===== src/hw/pipeCfgPkg.sv =====
// datapath widths, data memory depth and operand forwarding sources
package pipeCfgPkg;

    // ----------------------------------------------------------------------
    // datapath
    // ----------------------------------------------------------------------
    localparam int DataWidth    = 32;
    localparam int RegAddrWidth = 5;
    localparam int RegCount     = 32;

    // word address bits, 64 words taken from alu result bits 7..2
    localparam int DmemAddrWidth = 6;

    // ----------------------------------------------------------------------
    // operand source in execute
    // ----------------------------------------------------------------------
    typedef enum logic [1:0] {
        FWD_NONE = 2'd0,
        FWD_WB   = 2'd1,
        FWD_MEM  = 2'd2
    } FwdSel;

endpackage


===== src/hw/regFile.sv =====
// register file with two combinational read ports, one write port and write bypass
`timescale 1ns/1ps

module regFile (
    input  logic                                i_Clock,
    input  logic                                i_rstN,
    input  logic [pipeCfgPkg::RegAddrWidth-1:0] i_RdAddrA,
    input  logic [pipeCfgPkg::RegAddrWidth-1:0] i_RdAddrB,
    input  logic                                i_WrEnable,
    input  logic [pipeCfgPkg::RegAddrWidth-1:0] i_WrAddr,
    input  logic [pipeCfgPkg::DataWidth-1:0]    i_WrData,
    output logic [pipeCfgPkg::DataWidth-1:0]    o_RdDataA,
    output logic [pipeCfgPkg::DataWidth-1:0]    o_RdDataB
);
    import pipeCfgPkg::*;

    logic [DataWidth-1:0] regs [RegCount];

    // register 0 is never written
    always_ff @(posedge i_Clock or negedge i_rstN) begin
        if (!i_rstN) begin
            for (int i = 0; i < RegCount; i++) begin
                regs[i] <= '0;
            end
        end else if (i_WrEnable && (i_WrAddr != '0)) begin
            regs[i_WrAddr] <= i_WrData;
        end
    end

    // zero register first, then same-cycle write, then storage
    assign o_RdDataA = (i_RdAddrA == '0) ? '0 :
                       (i_WrEnable && (i_WrAddr == i_RdAddrA)) ? i_WrData :
                       regs[i_RdAddrA];

    assign o_RdDataB = (i_RdAddrB == '0) ? '0 :
                       (i_WrEnable && (i_WrAddr == i_RdAddrB)) ? i_WrData :
                       regs[i_RdAddrB];

endmodule


===== config.mk =====
export PLATFORM = sky130hd
export DESIGN_NAME = regFile
export DESIGN_NICKNAME = d
export VERILOG_FILES = /design/src/hw/pipeCfgPkg.sv /design/src/hw/regFile.sv
export SDC_FILE = /design/constraint.sdc
export NUM_CORES = 2
export LEC_CHECK = 0
export BUFFER_PORTS_ARGS = -buffer_cell sky130_fd_sc_hd__buf_2
export CAP_MARGIN = 20
export CORE_ASPECT_RATIO = 1.25
export CORE_UTILIZATION = 57
export CTS_CLUSTER_SIZE = 14
export DETAILED_ROUTE_END_ITERATION = 7
export GPL_ROUTABILITY_DRIVEN = 0
export MAX_ROUTING_LAYER = met4
export PLACE_DENSITY = 0.8
export SETUP_SLACK_MARGIN = 0.05
export SLEW_MARGIN = 20
export SYNTH_ARGS = -nofsm -noshare
export SYNTH_HDL_FRONTEND = slang
export SYNTH_SLANG_ARGS = --single-unit
export TNS_END_PERCENT = 20

===== constraint.sdc =====
create_clock -name i_Clock -period 4.2 [get_ports i_Clock]
set_input_delay 1.26 -clock i_Clock [delete_from_list [all_inputs] [get_ports i_Clock]]
set_output_delay 1.26 -clock i_Clock [all_outputs]
set_load 0.03 [all_outputs]

# After elaboration in Yosys (flattened, before gate mapping)
# Index checks and enable logic that the tools add are counted.
# totals
input_bits	50
out_inout_bits	64
regBits	1024
# classes
magnitude_cmp	4
mux	13
bitwise	3
n_reduce_logical	7
eq_ne	2
# ops
operator	n
bitwise mux 1024 bit	1
binary-select mux 32 bit (select 5 bit)	2
2-to-1 mux 32 bit	9
demux 32 bit (select 5 bit)	1
>= comparator 6 bit, second input constant	3
inverter 5 -> 6 bit	3
== test 5 bit	2
zero test 5 bit	2
< comparator 6 x 1 -> 1 bit, second input constant	1
nonzero test 5 bit	1
logical AND 1 bit	4

# Logic depth before layout (Yosys ltp)
# depth
word_depth	6
ltp_mapped	10

# Least setup slack after synthesis
# OpenSTA, ideal clock, no wires.
# synth_path
kind	in2out
start	in i_RdAddrB[0] (netlist name)
end	out o_RdDataB[7] (netlist name)
n_path_buf	3
required_ns	2.940
setup_slack_ns	-0.222
stages	7
arrival_ns	3.162
path_cell_list	buf_4 -> buf_2 -> buf_2 -> mux4_2 -> a22oi_1 -> nand2_1 -> a221o_1
# synth_via
elab_chain_cells	6
# synth_rtl
element	line_no	source
start: declaration	regFile.sv:8	input logic [pipeCfgPkg::RegAddrWidth-1:0] i_RdAddrB,
inverter 5 -> 6 bit (not written as such)	regFile.sv:37	regs[i_RdAddrB];
binary-select mux 32 bit (select 5 bit)	regFile.sv:37	
2-to-1 mux 32 bit (not written as such) (2 in a row)	regFile.sv:37	
2-to-1 mux 32 bit	regFile.sv:36	(i_WrEnable && (i_WrAddr == i_RdAddrB)) ? i_WrData :
2-to-1 mux 32 bit (*)	regFile.sv:35	assign o_RdDataB = (i_RdAddrB == '0) ? '0 :
end: declaration	regFile.sv:13	output logic [pipeCfgPkg::DataWidth-1:0] o_RdDataB
# Mark *: on every way between the ends. The rest lies on a longest branch, timed or not. The select of a mux whose other input is x is not followed.

# Final worst setup path
# layout_path
start	in i_RdAddrB[0] (netlist name)
end	out o_RdDataB[28] (netlist name)
# The elaborated chain is that of the path after synthesis.

==> results.ini <==
[floorplan]
die_h_um=348
rows=126
dieArea_um2=96900
start_util_pct=57.7
io_pins=114
core_area_um2=94600
die-width_um=279

[cells_and_area]
instances_no_fill=5233
top_register=regs
largest_reg_flops=1024
top_regs=regs (1024)
nFillCells=5747
area.growth.synth_to_final_pct=20.9
fin_nets=3984
final_util_pct=69.7
drive_gt1_share_pct=57.5

[clock_tree]
cts.sinks=1024
cts_tree=built
root_buffer=clkbuf_16
cts_made_buffers=98
cts_max_level=3
clk_pin_slew_ns=0.06
cts.path.max_buffers=3
insertion_delay_ns=0.68

[grt]
grt_max_degree=89
grt_pass1_vias=40000
grt_pass1_wl_um=266000
grt_usage_pct=38.5
use_met3_pct=9.89
gr-max-usage-layer=met2
grtUsageMet1_pct=48.2
grt-ovfl-total=0
grt_use_met2_pct=56.6
antenna_found_initial=1

[detailed_routing]
wirelength_um=184000
drt-wirelength-per-cell_um=35.2
antenna_left=0
post-route-drc-count=0
dr.pass1.iters=7
first_iter_violations=4968
vias=39100
via_per_inst=7.47

[logic_synthesis]
synth_simple_gate_area_share_pct=0.938
synth-xor-area-share_pct=0.161
yosys.area_share.adder_pct=0
synth_edf_count=0
yosys_register_bits=1024
async_reset_ff_share_pct=100
synth_compound_area_share_pct=6.62
synth_top_family_by_area=multiplexers
avgSynthCellArea_um2=14.9
synthCells=3673
ys_warn_count=0
synth_fp_nets=3723
syn_area_um2=54500
synth_cell_types=53
synth-main-ff-cell=dfrtp_1
muxShareOfSynthArea_pct=41.7
yosysSeqAreaShare_pct=47.0

[sta]
max_slew_margin_pct=39.9
final-hold-violation-count=0
worst_slew_pin_slew_ns=0.899
rsz0062_at_grt=yes
layout_setup_ws_ns=-0.406
clock_skew_ns=0
max_freq_ghz=0.217
slew_viol_final=0
finalSetupViolCount=64
fin_crit_sh_pct=110
min_period_ns=4.61

[power]
p_per_area_nw_per_um2=455
p_leak_nw=28.8
vdd.ir_drop.worst_mv=0.332

[outcome]
run_status=finished, violations left
violations=setup timing

[worst_setup_path]
r2r_cells=1
worstSetupPathType=in2out
critPathCaptureType=output port
worstPathRequired_ns=2.94
crit_fanout=6
cp-start-kind=primary input
reg2reg_slack_ns=3.33
cp.arrival_ns=3.35

[placed_design]
dp_slack_ns=-0.802
hpwl_um=106000
io_buffers=113
placed_cells=4972

[job]
cap_violations=0

[min_path]
holdPathStages=0
hold_class=reg2reg

## layer usage
| layer | share of wire [%] | vias up |
|---|---|---|
| li1 | - | 14900 |
| met2 | 46 | 2902 |
| met1 | 35 | 20500 |
| met4 | 7.3 | 0 |
| met5 | 0 | - |
| met3 | 12 | 824 |
## where the power goes
group          switching [mW]  internal (mW)  total [mW]  leakage (nW)
Combinational            3.02           4.01        7.03          14.0
Clock                    3.99           5.69        9.69          1.73
Sequential               1.53           11.7        13.3          13.1
## layout make-up
type,instances,area (um2),share of cell area (%)
inverters,1,3.75,0.00569
clock buffers,143,2970,4.50
well taps,1216,1520,2.31
clock inverters,39,537,0.814
flip-flops and latches,1024,25600,38.9
repair buffers,598,6840,10.4
diodes,1,2.50,0.00379
multi-input cells,2211,28500,43.1
## timing repair
item | 4_1_cts | 5_1_grt
endpoints found under the hold margin | 0 | 0
hold buffers | 0 | 0
gates resized for setup | 267 | 119
pin swaps | 73 | 47
buffers inserted | 36 | 18
endpoints found under the setup margin | 64 | 64
cloned | 15 | 12
## worst paths after layout
kind | startpoint | end
setup / recovery | i_RdAddrB[0] | o_RdDataB[28]
hold / removal | regs[1005] | regs[1005]
setup reg to reg | regs[369] | regs[369]
hold reg to reg | regs[1005] | regs[1005]
max in group asynchronous | i_rstN | regs[231]
min in group asynchronous | i_rstN | regs[633]
## critical path: stages
cell,delay (ns)
buf_12,0.11
clkbuf_16,0.19
clkbuf_16,0.17
buf_4,0.11
mux4_2,0.49
a22oi_2,0.21
nand2_1,0.19
a221o_2,0.41
buf_2,0.18
## stage by stage
stage / cell area (um2) / TNS, ns / total power, mW / hold WS, ns
6_report: 65900 / -19.17 / 30.0 / 0.395
5_1_grt: 65900 / -21.06 / 30.9 / 0.408
4_1_cts: 65000 / -18.86 / 29.5 / 0.397
3_5_place_dp: 59400 / -29.08 / 19.5 / 0.383
3_3_place_gp: 59400 / -28.55 / 19.1 / 0.377
2_1_floorplan: 54900 / 0 / 17.4 / 0.441
## cell usage in the layout, fill, tap and decap left out, types with 11 or more instances in the layout
master / n
buf_12: 104
a2111oi_2: 12
buf_2: 55
a22o_2: 22
buf_6: 66
bufinv_16: 13
a21oi_1: 62
buf_16: 25
clkbuf_8: 24
o221ai_1: 38
a22oi_1: 54
mux2i_1: 212
a221o_2: 11
a2111oi_4: 28
a21oi_2: 18
nand2_1: 19
dfrtp_1: 1024
buf_8: 18
clkinv_2: 20
o211ai_1: 17
clkbuf_1: 16
a22oi_2: 41
nand2_2: 19
o22ai_1: 40
mux2_2: 896
mux4_2: 412
nor2_4: 19
clkbuf_16: 113
mux2_1: 97
buf_4: 313
a22o_1: 40
## cells by family after synthesis
kind of cell,Yosys count
flip-flops,1024
AO/OA/AOI/OAI,466
multiplexers,1634
AND/OR/NAND/NOR,101
buffers and inverters,438
XOR/XNOR,10
## Yosys cell counts (15+ instances only)
library cell,number,area share [%]
mux2_1,97,2.0
buf_1,62,0.43
nand2_1,38,0.26
o211ai_1,17,0.23
a21oi_1,84,0.77
buf_2,88,0.81
nor2_1,24,0.17
a2111oi_0,26,0.42
clkbuf_1,249,1.7
o221ai_1,43,0.69
a22oi_1,95,1.3
mux2i_1,227,4.2
mux2_2,898,19
o22ai_1,44,0.50
a2111oi_2,15,0.41
a22o_1,71,1.1
mux4_2,412,17
buf_4,23,0.32
buf_6,15,0.31
dfrtp_1,1024,47
(Power assumes the default switching activity.)
