[config.mk]
export PLATFORM = sky130hd
export DESIGN_NAME = stageMemWb
export DESIGN_NICKNAME = d
export VERILOG_FILES = /design/src/hw/pipeCfgPkg.sv /design/src/hw/stageMemWb.sv
export SDC_FILE = /design/constraint.sdc
export NUM_CORES = 2
export LEC_CHECK = 0
export BUFFER_PORTS_ARGS = -buffer_cell sky130_fd_sc_hd__buf_2
export CAP_MARGIN = 20
export CORE_MARGIN = 4
export CORE_UTILIZATION = 67
export DETAILED_ROUTE_END_ITERATION = 6
export GPL_TIMING_DRIVEN = 0
export PLACE_DENSITY = 0.95
export RECOVER_POWER = 25
export SYNTH_ARGS = -nofsm -noshare
export SYNTH_HDL_FRONTEND = slang
export SYNTH_SLANG_ARGS = --single-unit
[constraint.sdc]
create_clock -name i_Clock -period 2.57 [get_ports i_Clock]
set_input_delay 0.771 -clock i_Clock [delete_from_list [all_inputs] [get_ports i_Clock]]
set_output_delay 0.771 -clock i_Clock [all_outputs]
set_load 0.05 [all_outputs]
[src/hw/pipeCfgPkg.sv]
// datapath widths, data memory depth and operand forwarding sources
package pipeCfgPkg;

    // ----------------------------------------------------------------------
    // datapath
    // ----------------------------------------------------------------------
    localparam int DataWidth    = 32;
    localparam int RegAddrWidth = 5;
    localparam int RegCount     = 32;

    // word address bits, 64 words taken from alu result bits 7..2
    localparam int DmemAddrWidth = 6;

    // ----------------------------------------------------------------------
    // operand source in execute
    // ----------------------------------------------------------------------
    typedef enum logic [1:0] {
        FWD_NONE = 2'd0,
        FWD_WB   = 2'd1,
        FWD_MEM  = 2'd2
    } FwdSel;

endpackage

[src/hw/stageMemWb.sv]
// memory/writeback stage with data memory, MEM/WB register and result select
`timescale 1ns/1ps

module stageMemWb (
    input  logic                                i_Clock,
    input  logic                                i_rstN,
    input  logic [pipeCfgPkg::DataWidth-1:0]    i_AluResult,
    input  logic [pipeCfgPkg::DataWidth-1:0]    i_WriteData,
    input  logic [pipeCfgPkg::RegAddrWidth-1:0] i_WriteReg,
    input  logic                                i_RegWrEnable,
    input  logic                                i_MemWrEnable,
    input  logic                                i_MemToReg,
    output logic [pipeCfgPkg::DataWidth-1:0]    o_WbResult,
    output logic [pipeCfgPkg::RegAddrWidth-1:0] o_WbWriteReg,
    output logic                                o_WbRegWrEnable
);
    import pipeCfgPkg::*;

    logic [DataWidth-1:0]     dmem [2**DmemAddrWidth];
    logic [DmemAddrWidth-1:0] dmemAddr;
    logic [DataWidth-1:0]     loadWord;
    logic [DataWidth-1:0]     wbLoadWord;
    logic [DataWidth-1:0]     wbAluResult;
    logic                     wbMemToReg;

    // word address, byte offset dropped
    assign dmemAddr = i_AluResult[DmemAddrWidth+1:2];

    // ----------------------------------------------------------------------
    // data memory
    // ----------------------------------------------------------------------
    // store lands at the edge it leaves EX/MEM
    always_ff @(posedge i_Clock) begin
        if (i_MemWrEnable) begin
            dmem[dmemAddr] <= i_WriteData;
        end
    end

    // combinational load
    assign loadWord = dmem[dmemAddr];

    // ----------------------------------------------------------------------
    // MEM/WB register
    // ----------------------------------------------------------------------
    always_ff @(posedge i_Clock or negedge i_rstN) begin
        if (!i_rstN) begin
            o_WbRegWrEnable <= 1'b0;
            wbMemToReg      <= 1'b0;
        end else begin
            o_WbRegWrEnable <= i_RegWrEnable;
            wbMemToReg      <= i_MemToReg;
        end
    end

    always_ff @(posedge i_Clock) begin
        wbLoadWord   <= loadWord;
        wbAluResult  <= i_AluResult;
        o_WbWriteReg <= i_WriteReg;
    end

    // loaded word or alu result
    assign o_WbResult = wbMemToReg ? wbLoadWord : wbAluResult;

endmodule

==> impl_metrics.yaml, run 1 <==
global_routing:
  global_route_congestion_overflow_total: 17
  grt_antenna_before_repair: 64
  grt_max_degree: 65
  groute.usage.overall: 0.709
synthesis:
  synthDistinctLibCells: 59
  synthArstFlopShare: 0.000944
  synth_enable_flop_cells: 2048
  synth_flop_cell: "sky130_fd_sc_hd__edfxtp_1"
  synth-seq-cells: 2119
  netlist.area_leader.share: 0.769
  syn_area_per_cell_um2: 17.8
  netlist.top_cell.by_area: "sky130_fd_sc_hd__edfxtp_1"
  ys_seq_area_frac: 0.787
  yosys_warnings: 0
  synthesis.instances: 4493
  synth_nets: 4567
  synth.top_cells.by_area: "sky130_fd_sc_hd__edfxtp_1 77%, sky130_fd_sc_hd__mux2i_1 3.7%, sky130_fd_sc_hd__a22oi_1 2.9%"
  mappedNetlistArea_um2: 80000
status:
  status: "stopped before the end"
  run.stop_error: "[ERROR GRT-0232] Routing congestion too high. Check the congestion heatmap in the GUI."
  stop_stage: "global routing (5_1_grt)"
clock_tree:
  cts_root_buf: "sky130_fd_sc_hd__clkbuf_16"
  cts_max_level: 4
  cts_inserted_buffers: 193
  max-clock-path-buffers: 3
  cts.sinks: 2119
placement:
  portBuffers: 111
  globalplace.congestion: 1.02
  hpwlAfterDp_um: 162000
timing:
  endpoint_type: "top-level output"
  timing.grt.repair.worst_endpoint: "o_WbResult[4]"
floorplanning:
  die_x_um: 354
  placement_rows: 126
  initial_core_util: 0.677
  floorplan.die.height_um: 354
  boundaryPins: 112
[per-stage QoR]
stage	worst slack (ps)	area [um2]	cells
3_3_place_gp	-2780	83200	6140
3_5_place_dp	-2120	84500	6207
2_1_floorplan	-352	80700	4493
4_1_cts	-307	95600	6762
[cells in the mapped netlist (28+ instances only)]
master / number
sky130_fd_sc_hd__mux2i_1: 299
sky130_fd_sc_hd__a221oi_1: 238
sky130_fd_sc_hd__buf_2: 133
sky130_fd_sc_hd__a21oi_1: 83
sky130_fd_sc_hd__a31oi_1: 31
sky130_fd_sc_hd__o221ai_1: 34
sky130_fd_sc_hd__or3_1: 28
sky130_fd_sc_hd__nor2_1: 153
sky130_fd_sc_hd__o22ai_1: 113
sky130_fd_sc_hd__edfxtp_1: 2048
sky130_fd_sc_hd__nand2_1: 68
sky130_fd_sc_hd__dfxtp_1: 69
sky130_fd_sc_hd__mux2_2: 133
sky130_fd_sc_hd__nor3_1: 45
sky130_fd_sc_hd__buf_4: 28
sky130_fd_sc_hd__o22a_1: 29
sky130_fd_sc_hd__clkbuf_1: 132
sky130_fd_sc_hd__a22oi_1: 312
sky130_fd_sc_hd__o21ai_0: 130
sky130_fd_sc_hd__a211oi_1: 45
[cell families after synthesis]
group	share of synthesized area
buf+inv	0.0215
mux	0.0573
flops	0.787
simple gates	0.0219
compound gates	0.113
[timing repair]
action                                   CTS
gates resized for setup                  587
hold endpoints to repair                   5
cloned                                    31
pin swaps                                123
endpoints found under the setup margin  2092
buffers inserted                         167
hold buffers                               4
[metal layers]
metal	GRT overflow	track usage
met1	1	0.673
met2	4	0.828
met3	1	0.655
met4	11	0.678
met5	0	0.446
==> run 2, diff against run 1 <==
Settings changed: CORE_UTILIZATION 67 to 40, PLACE_DENSITY 0.95 to unset, PLACE_DENSITY_LB_ADDON set to 0.15.
==> impl_metrics.yaml, run 2 <==
critical_path:
  reg2reg_to: "wbLoadWord[2]"
  cpMaxStageDelayCell: "sky130_fd_sc_hd__nand4_1"
  timing.critical_path.slowest_cell_delay_ps: 560
  critical_path.endpoint_type: "flip-flop"
  rr_startpoint: "dmem[49][2]"
  crit_path_cell_trace: "clkbuf_1 > buf_8 > buf_12 > buf_16 > inv_6 > clkbuf_4 > buf_8 > clkbuf_4 > a221oi_2 > o21ai_1 > a22oi_2 > nand4_1"
  worstPathArrival_ps: 3500
  reg2regPathDepth: 6
  path_max_fanout: 10
  crit_type: "in -> reg"
  cp_data_required_time_ps: 3080
  critical_path_launch_point_type: "input pin"
  worst-r2r-setup-slack_ps: 170
synthesis:
  synth_enable_flop_cells: 2048
  synthDistinctLibCells: 59
  netlist.top_cell.by_area: "sky130_fd_sc_hd__edfxtp_1"
  ys_seq_area_frac: 0.787
  synth.top_cells.by_area: "sky130_fd_sc_hd__edfxtp_1 77%, sky130_fd_sc_hd__mux2i_1 3.7%, sky130_fd_sc_hd__a22oi_1 2.9%"
  synth_flop_cell: "sky130_fd_sc_hd__edfxtp_1"
  synthesis.instances: 4493
  yosysMostFrequentCell: "sky130_fd_sc_hd__edfxtp_1"
  syn_area_per_cell_um2: 17.8
  synth_commonest_cells: "2048 x sky130_fd_sc_hd__edfxtp_1, 312 x sky130_fd_sc_hd__a22oi_1, 299 x sky130_fd_sc_hd__mux2i_1, 238 x sky130_fd_sc_hd__a221oi_1, 153 x sky130_fd_sc_hd__nor2_1"
  synth-seq-cells: 2119
  mappedNetlistArea_um2: 80000
  synth_nets: 4567
  netlist.area_leader.share: 0.769
  yosys_warnings: 0
  synthArstFlopShare: 0.000944
placement:
  globalplace.congestion: 0.900
  portBuffers: 111
  hpwlAfterDp_um: 184000
timing:
  final.setup.worst_slack_ps: -415
  worst-slew-pin-transition_ps: 2040
  maxClockFrequency_mhz: 335
  timing.slew.headroom: -0.362
  rsz0062_at_grt: "yes"
  timing.final.setup_violations: 1154
  fin_crit_sh: 1.16
  report.final.slew_viol_count: 341
  finClkSkew_ps: 61.9
  final_hold_viol_count: 0
  final.min_clock_period_ps: 2990
  fin_setup_tns_ps: -151510
final_layout:
  registers.top_by_ff_count: "dmem"
  post_route_cells_drive_above_1_share: 0.244
  area_growth_pct: 22.6
  commonest_cells_after_routing_fill_and_taps_aside: "2048 x sky130_fd_sc_hd__edfxtp_1, 295 x sky130_fd_sc_hd__mux2i_1, 293 x sky130_fd_sc_hd__a22oi_1"
  most_common_library_cell_in_the_layout_ignoring_fill_and_taps: "sky130_fd_sc_hd__edfxtp_1"
  largestRegisters: "dmem x2048, wbAluResult x32, wbLoadWord x32"
  num-nets-final: 5169
  largest_register_ffs: 2048
detailed_routing:
  detail_route.first_pass.iterations: 7
  post_drt_via_cell_ratio: 6.00
  drc_markers: 3
  via_count: 47600
  drt.antenna.violating_nets: 0
  routed_wire_length_per_instance_um: 34.6
  drt-initial-drc-count: 6333
  route.final.wire_length_um: 274000
clock_tree:
  cts.sinks: 2119
  cts_inserted_buffers: 217
  max-clock-path-buffers: 3
  cts_tree: "yes"
  cts_root_buf: "sky130_fd_sc_hd__clkbuf_16"
  cts_max_level: 4
  clock_latency_ps: 890
  clkTransAtPathRegs_ps: 60
floorplanning:
  initial_core_util: 0.404
  placement_rows: 163
  floorplan.die.height_um: 455
  fp.coreArea_um2: 198000
  boundaryPins: 112
  die_x_um: 455
  dieArea_um2: 207000
global_routing:
  grt_max_degree: 65
  first_global_vias: 46100
  grt_antenna_before_repair: 13
  global_route_congestion_overflow_total: 0
  groute.usage.overall: 0.260
  grt_first_pass_wirelength_um: 374000
pwr:
  vdd_drop_max_uv: 618
  power.total_uw: 75300
  power_leakage_uw: 0.0318
  power_per_cell_area_nw_per_um2: 768
min_path:
  hold_path.startpoint: "i_AluResult[22]"
  min_path_cells: 1
  hold_path_end: "wbAluResult[22]"
  worstHoldPathType: "in -> reg"
status:
  violated_checks: "DRC, capacitance limit, slew limit, setup timing"
  status: "complete, but fails checks"
run:
  max_cap_violations: 9
[run 2: cell counts after synthesis]
No cell type changed its count.
[run 2: repair_timing]
item	CTS	global route
pin swaps	93	21
setup buffers	131	7
endpoints found under the setup margin	2091	168
gates cloned	5	0
hold endpoints to repair	36	0
hold buffers	35	0
resized for setup	541	136
[run 2: layout make-up]
class,instances,area [um2]
Clock buffer,272,5780
Inverter,2,12.5
Tap cell,2640,3300
Multi-Input combinational cell,2036,17000
Buffer,327,2830
Antenna cell,5,12.5
Clock inverter,131,1360
Sequential cell,2119,62900
Fill cell,16200,100000
Timing Repair Buffer,392,4850
[run 2: worst max-delay path by stage]
stage	slack, ps	from	to
global route	-460	wbMemToReg	o_WbResult[17]
finish	-420	i_AluResult[3]	wbLoadWord[2]
floorplan	-350	i_AluResult[4]	dmem[10][0]
CTS	-440	wbMemToReg	o_WbResult[21]
global placement	-3640	i_AluResult[2]	wbLoadWord[24]
detailed placement	-2170	i_AluResult[2]	wbLoadWord[16]
[run 2: report_power, final]
| part | switching, uW | leakage [uW] | internal [uW] |
|---|---|---|---|
| clock network | 13800 | 0.00348 | 17800 |
| logic | 3710 | 0.00925 | 1680 |
| registers | 87.3 | 0.0190 | 38200 |
[run 2: cells by family (layout without fill, tap and decap cells)]
kind of cell | Yosys count | in the layout | share of synthesized area
flops | 2119 | 2119 | 0.787
compound gates | 1218 | 1218 | 0.113
other cells | 0 | 5 | 0
simple gates | 377 | 380 | 0.0219
buf+inv | 341 | 1124 | 0.0215
mux | 438 | 438 | 0.0573
[run 2: metal layers]
layer	track usage	up-vias	wire, um
li1	-	19900	-
met1	0.351	24700	109000
met2	0.410	2452	127000
met3	0.0558	512	25300
met4	0.111	6	13200
met5	0	-	42
[run 2: worst max-delay path: cells and delay by family]
family	cells	cell delay, ps
AND/OR/NAND/NOR	1	560
buffers and inverters	8	1480
AO/OA/AOI/OAI	3	600
[run 2: through the flow]
stage	cells	area (um2)	hold WS (ps)	utilization	setup WS [ps]
6_report	7924	98100	34.9	0.495	-415
2_1_floorplan	4493	80700	475	-	-352
3_5_place_dp	7345	86600	559	0.437	-2170
4_1_cts	7911	97800	2.16	0.494	-442
3_3_place_gp	7244	84500	556	0.427	-3640
5_1_grt	7921	98100	11.0	0.495	-458
(Power assumes the default switching activity.)
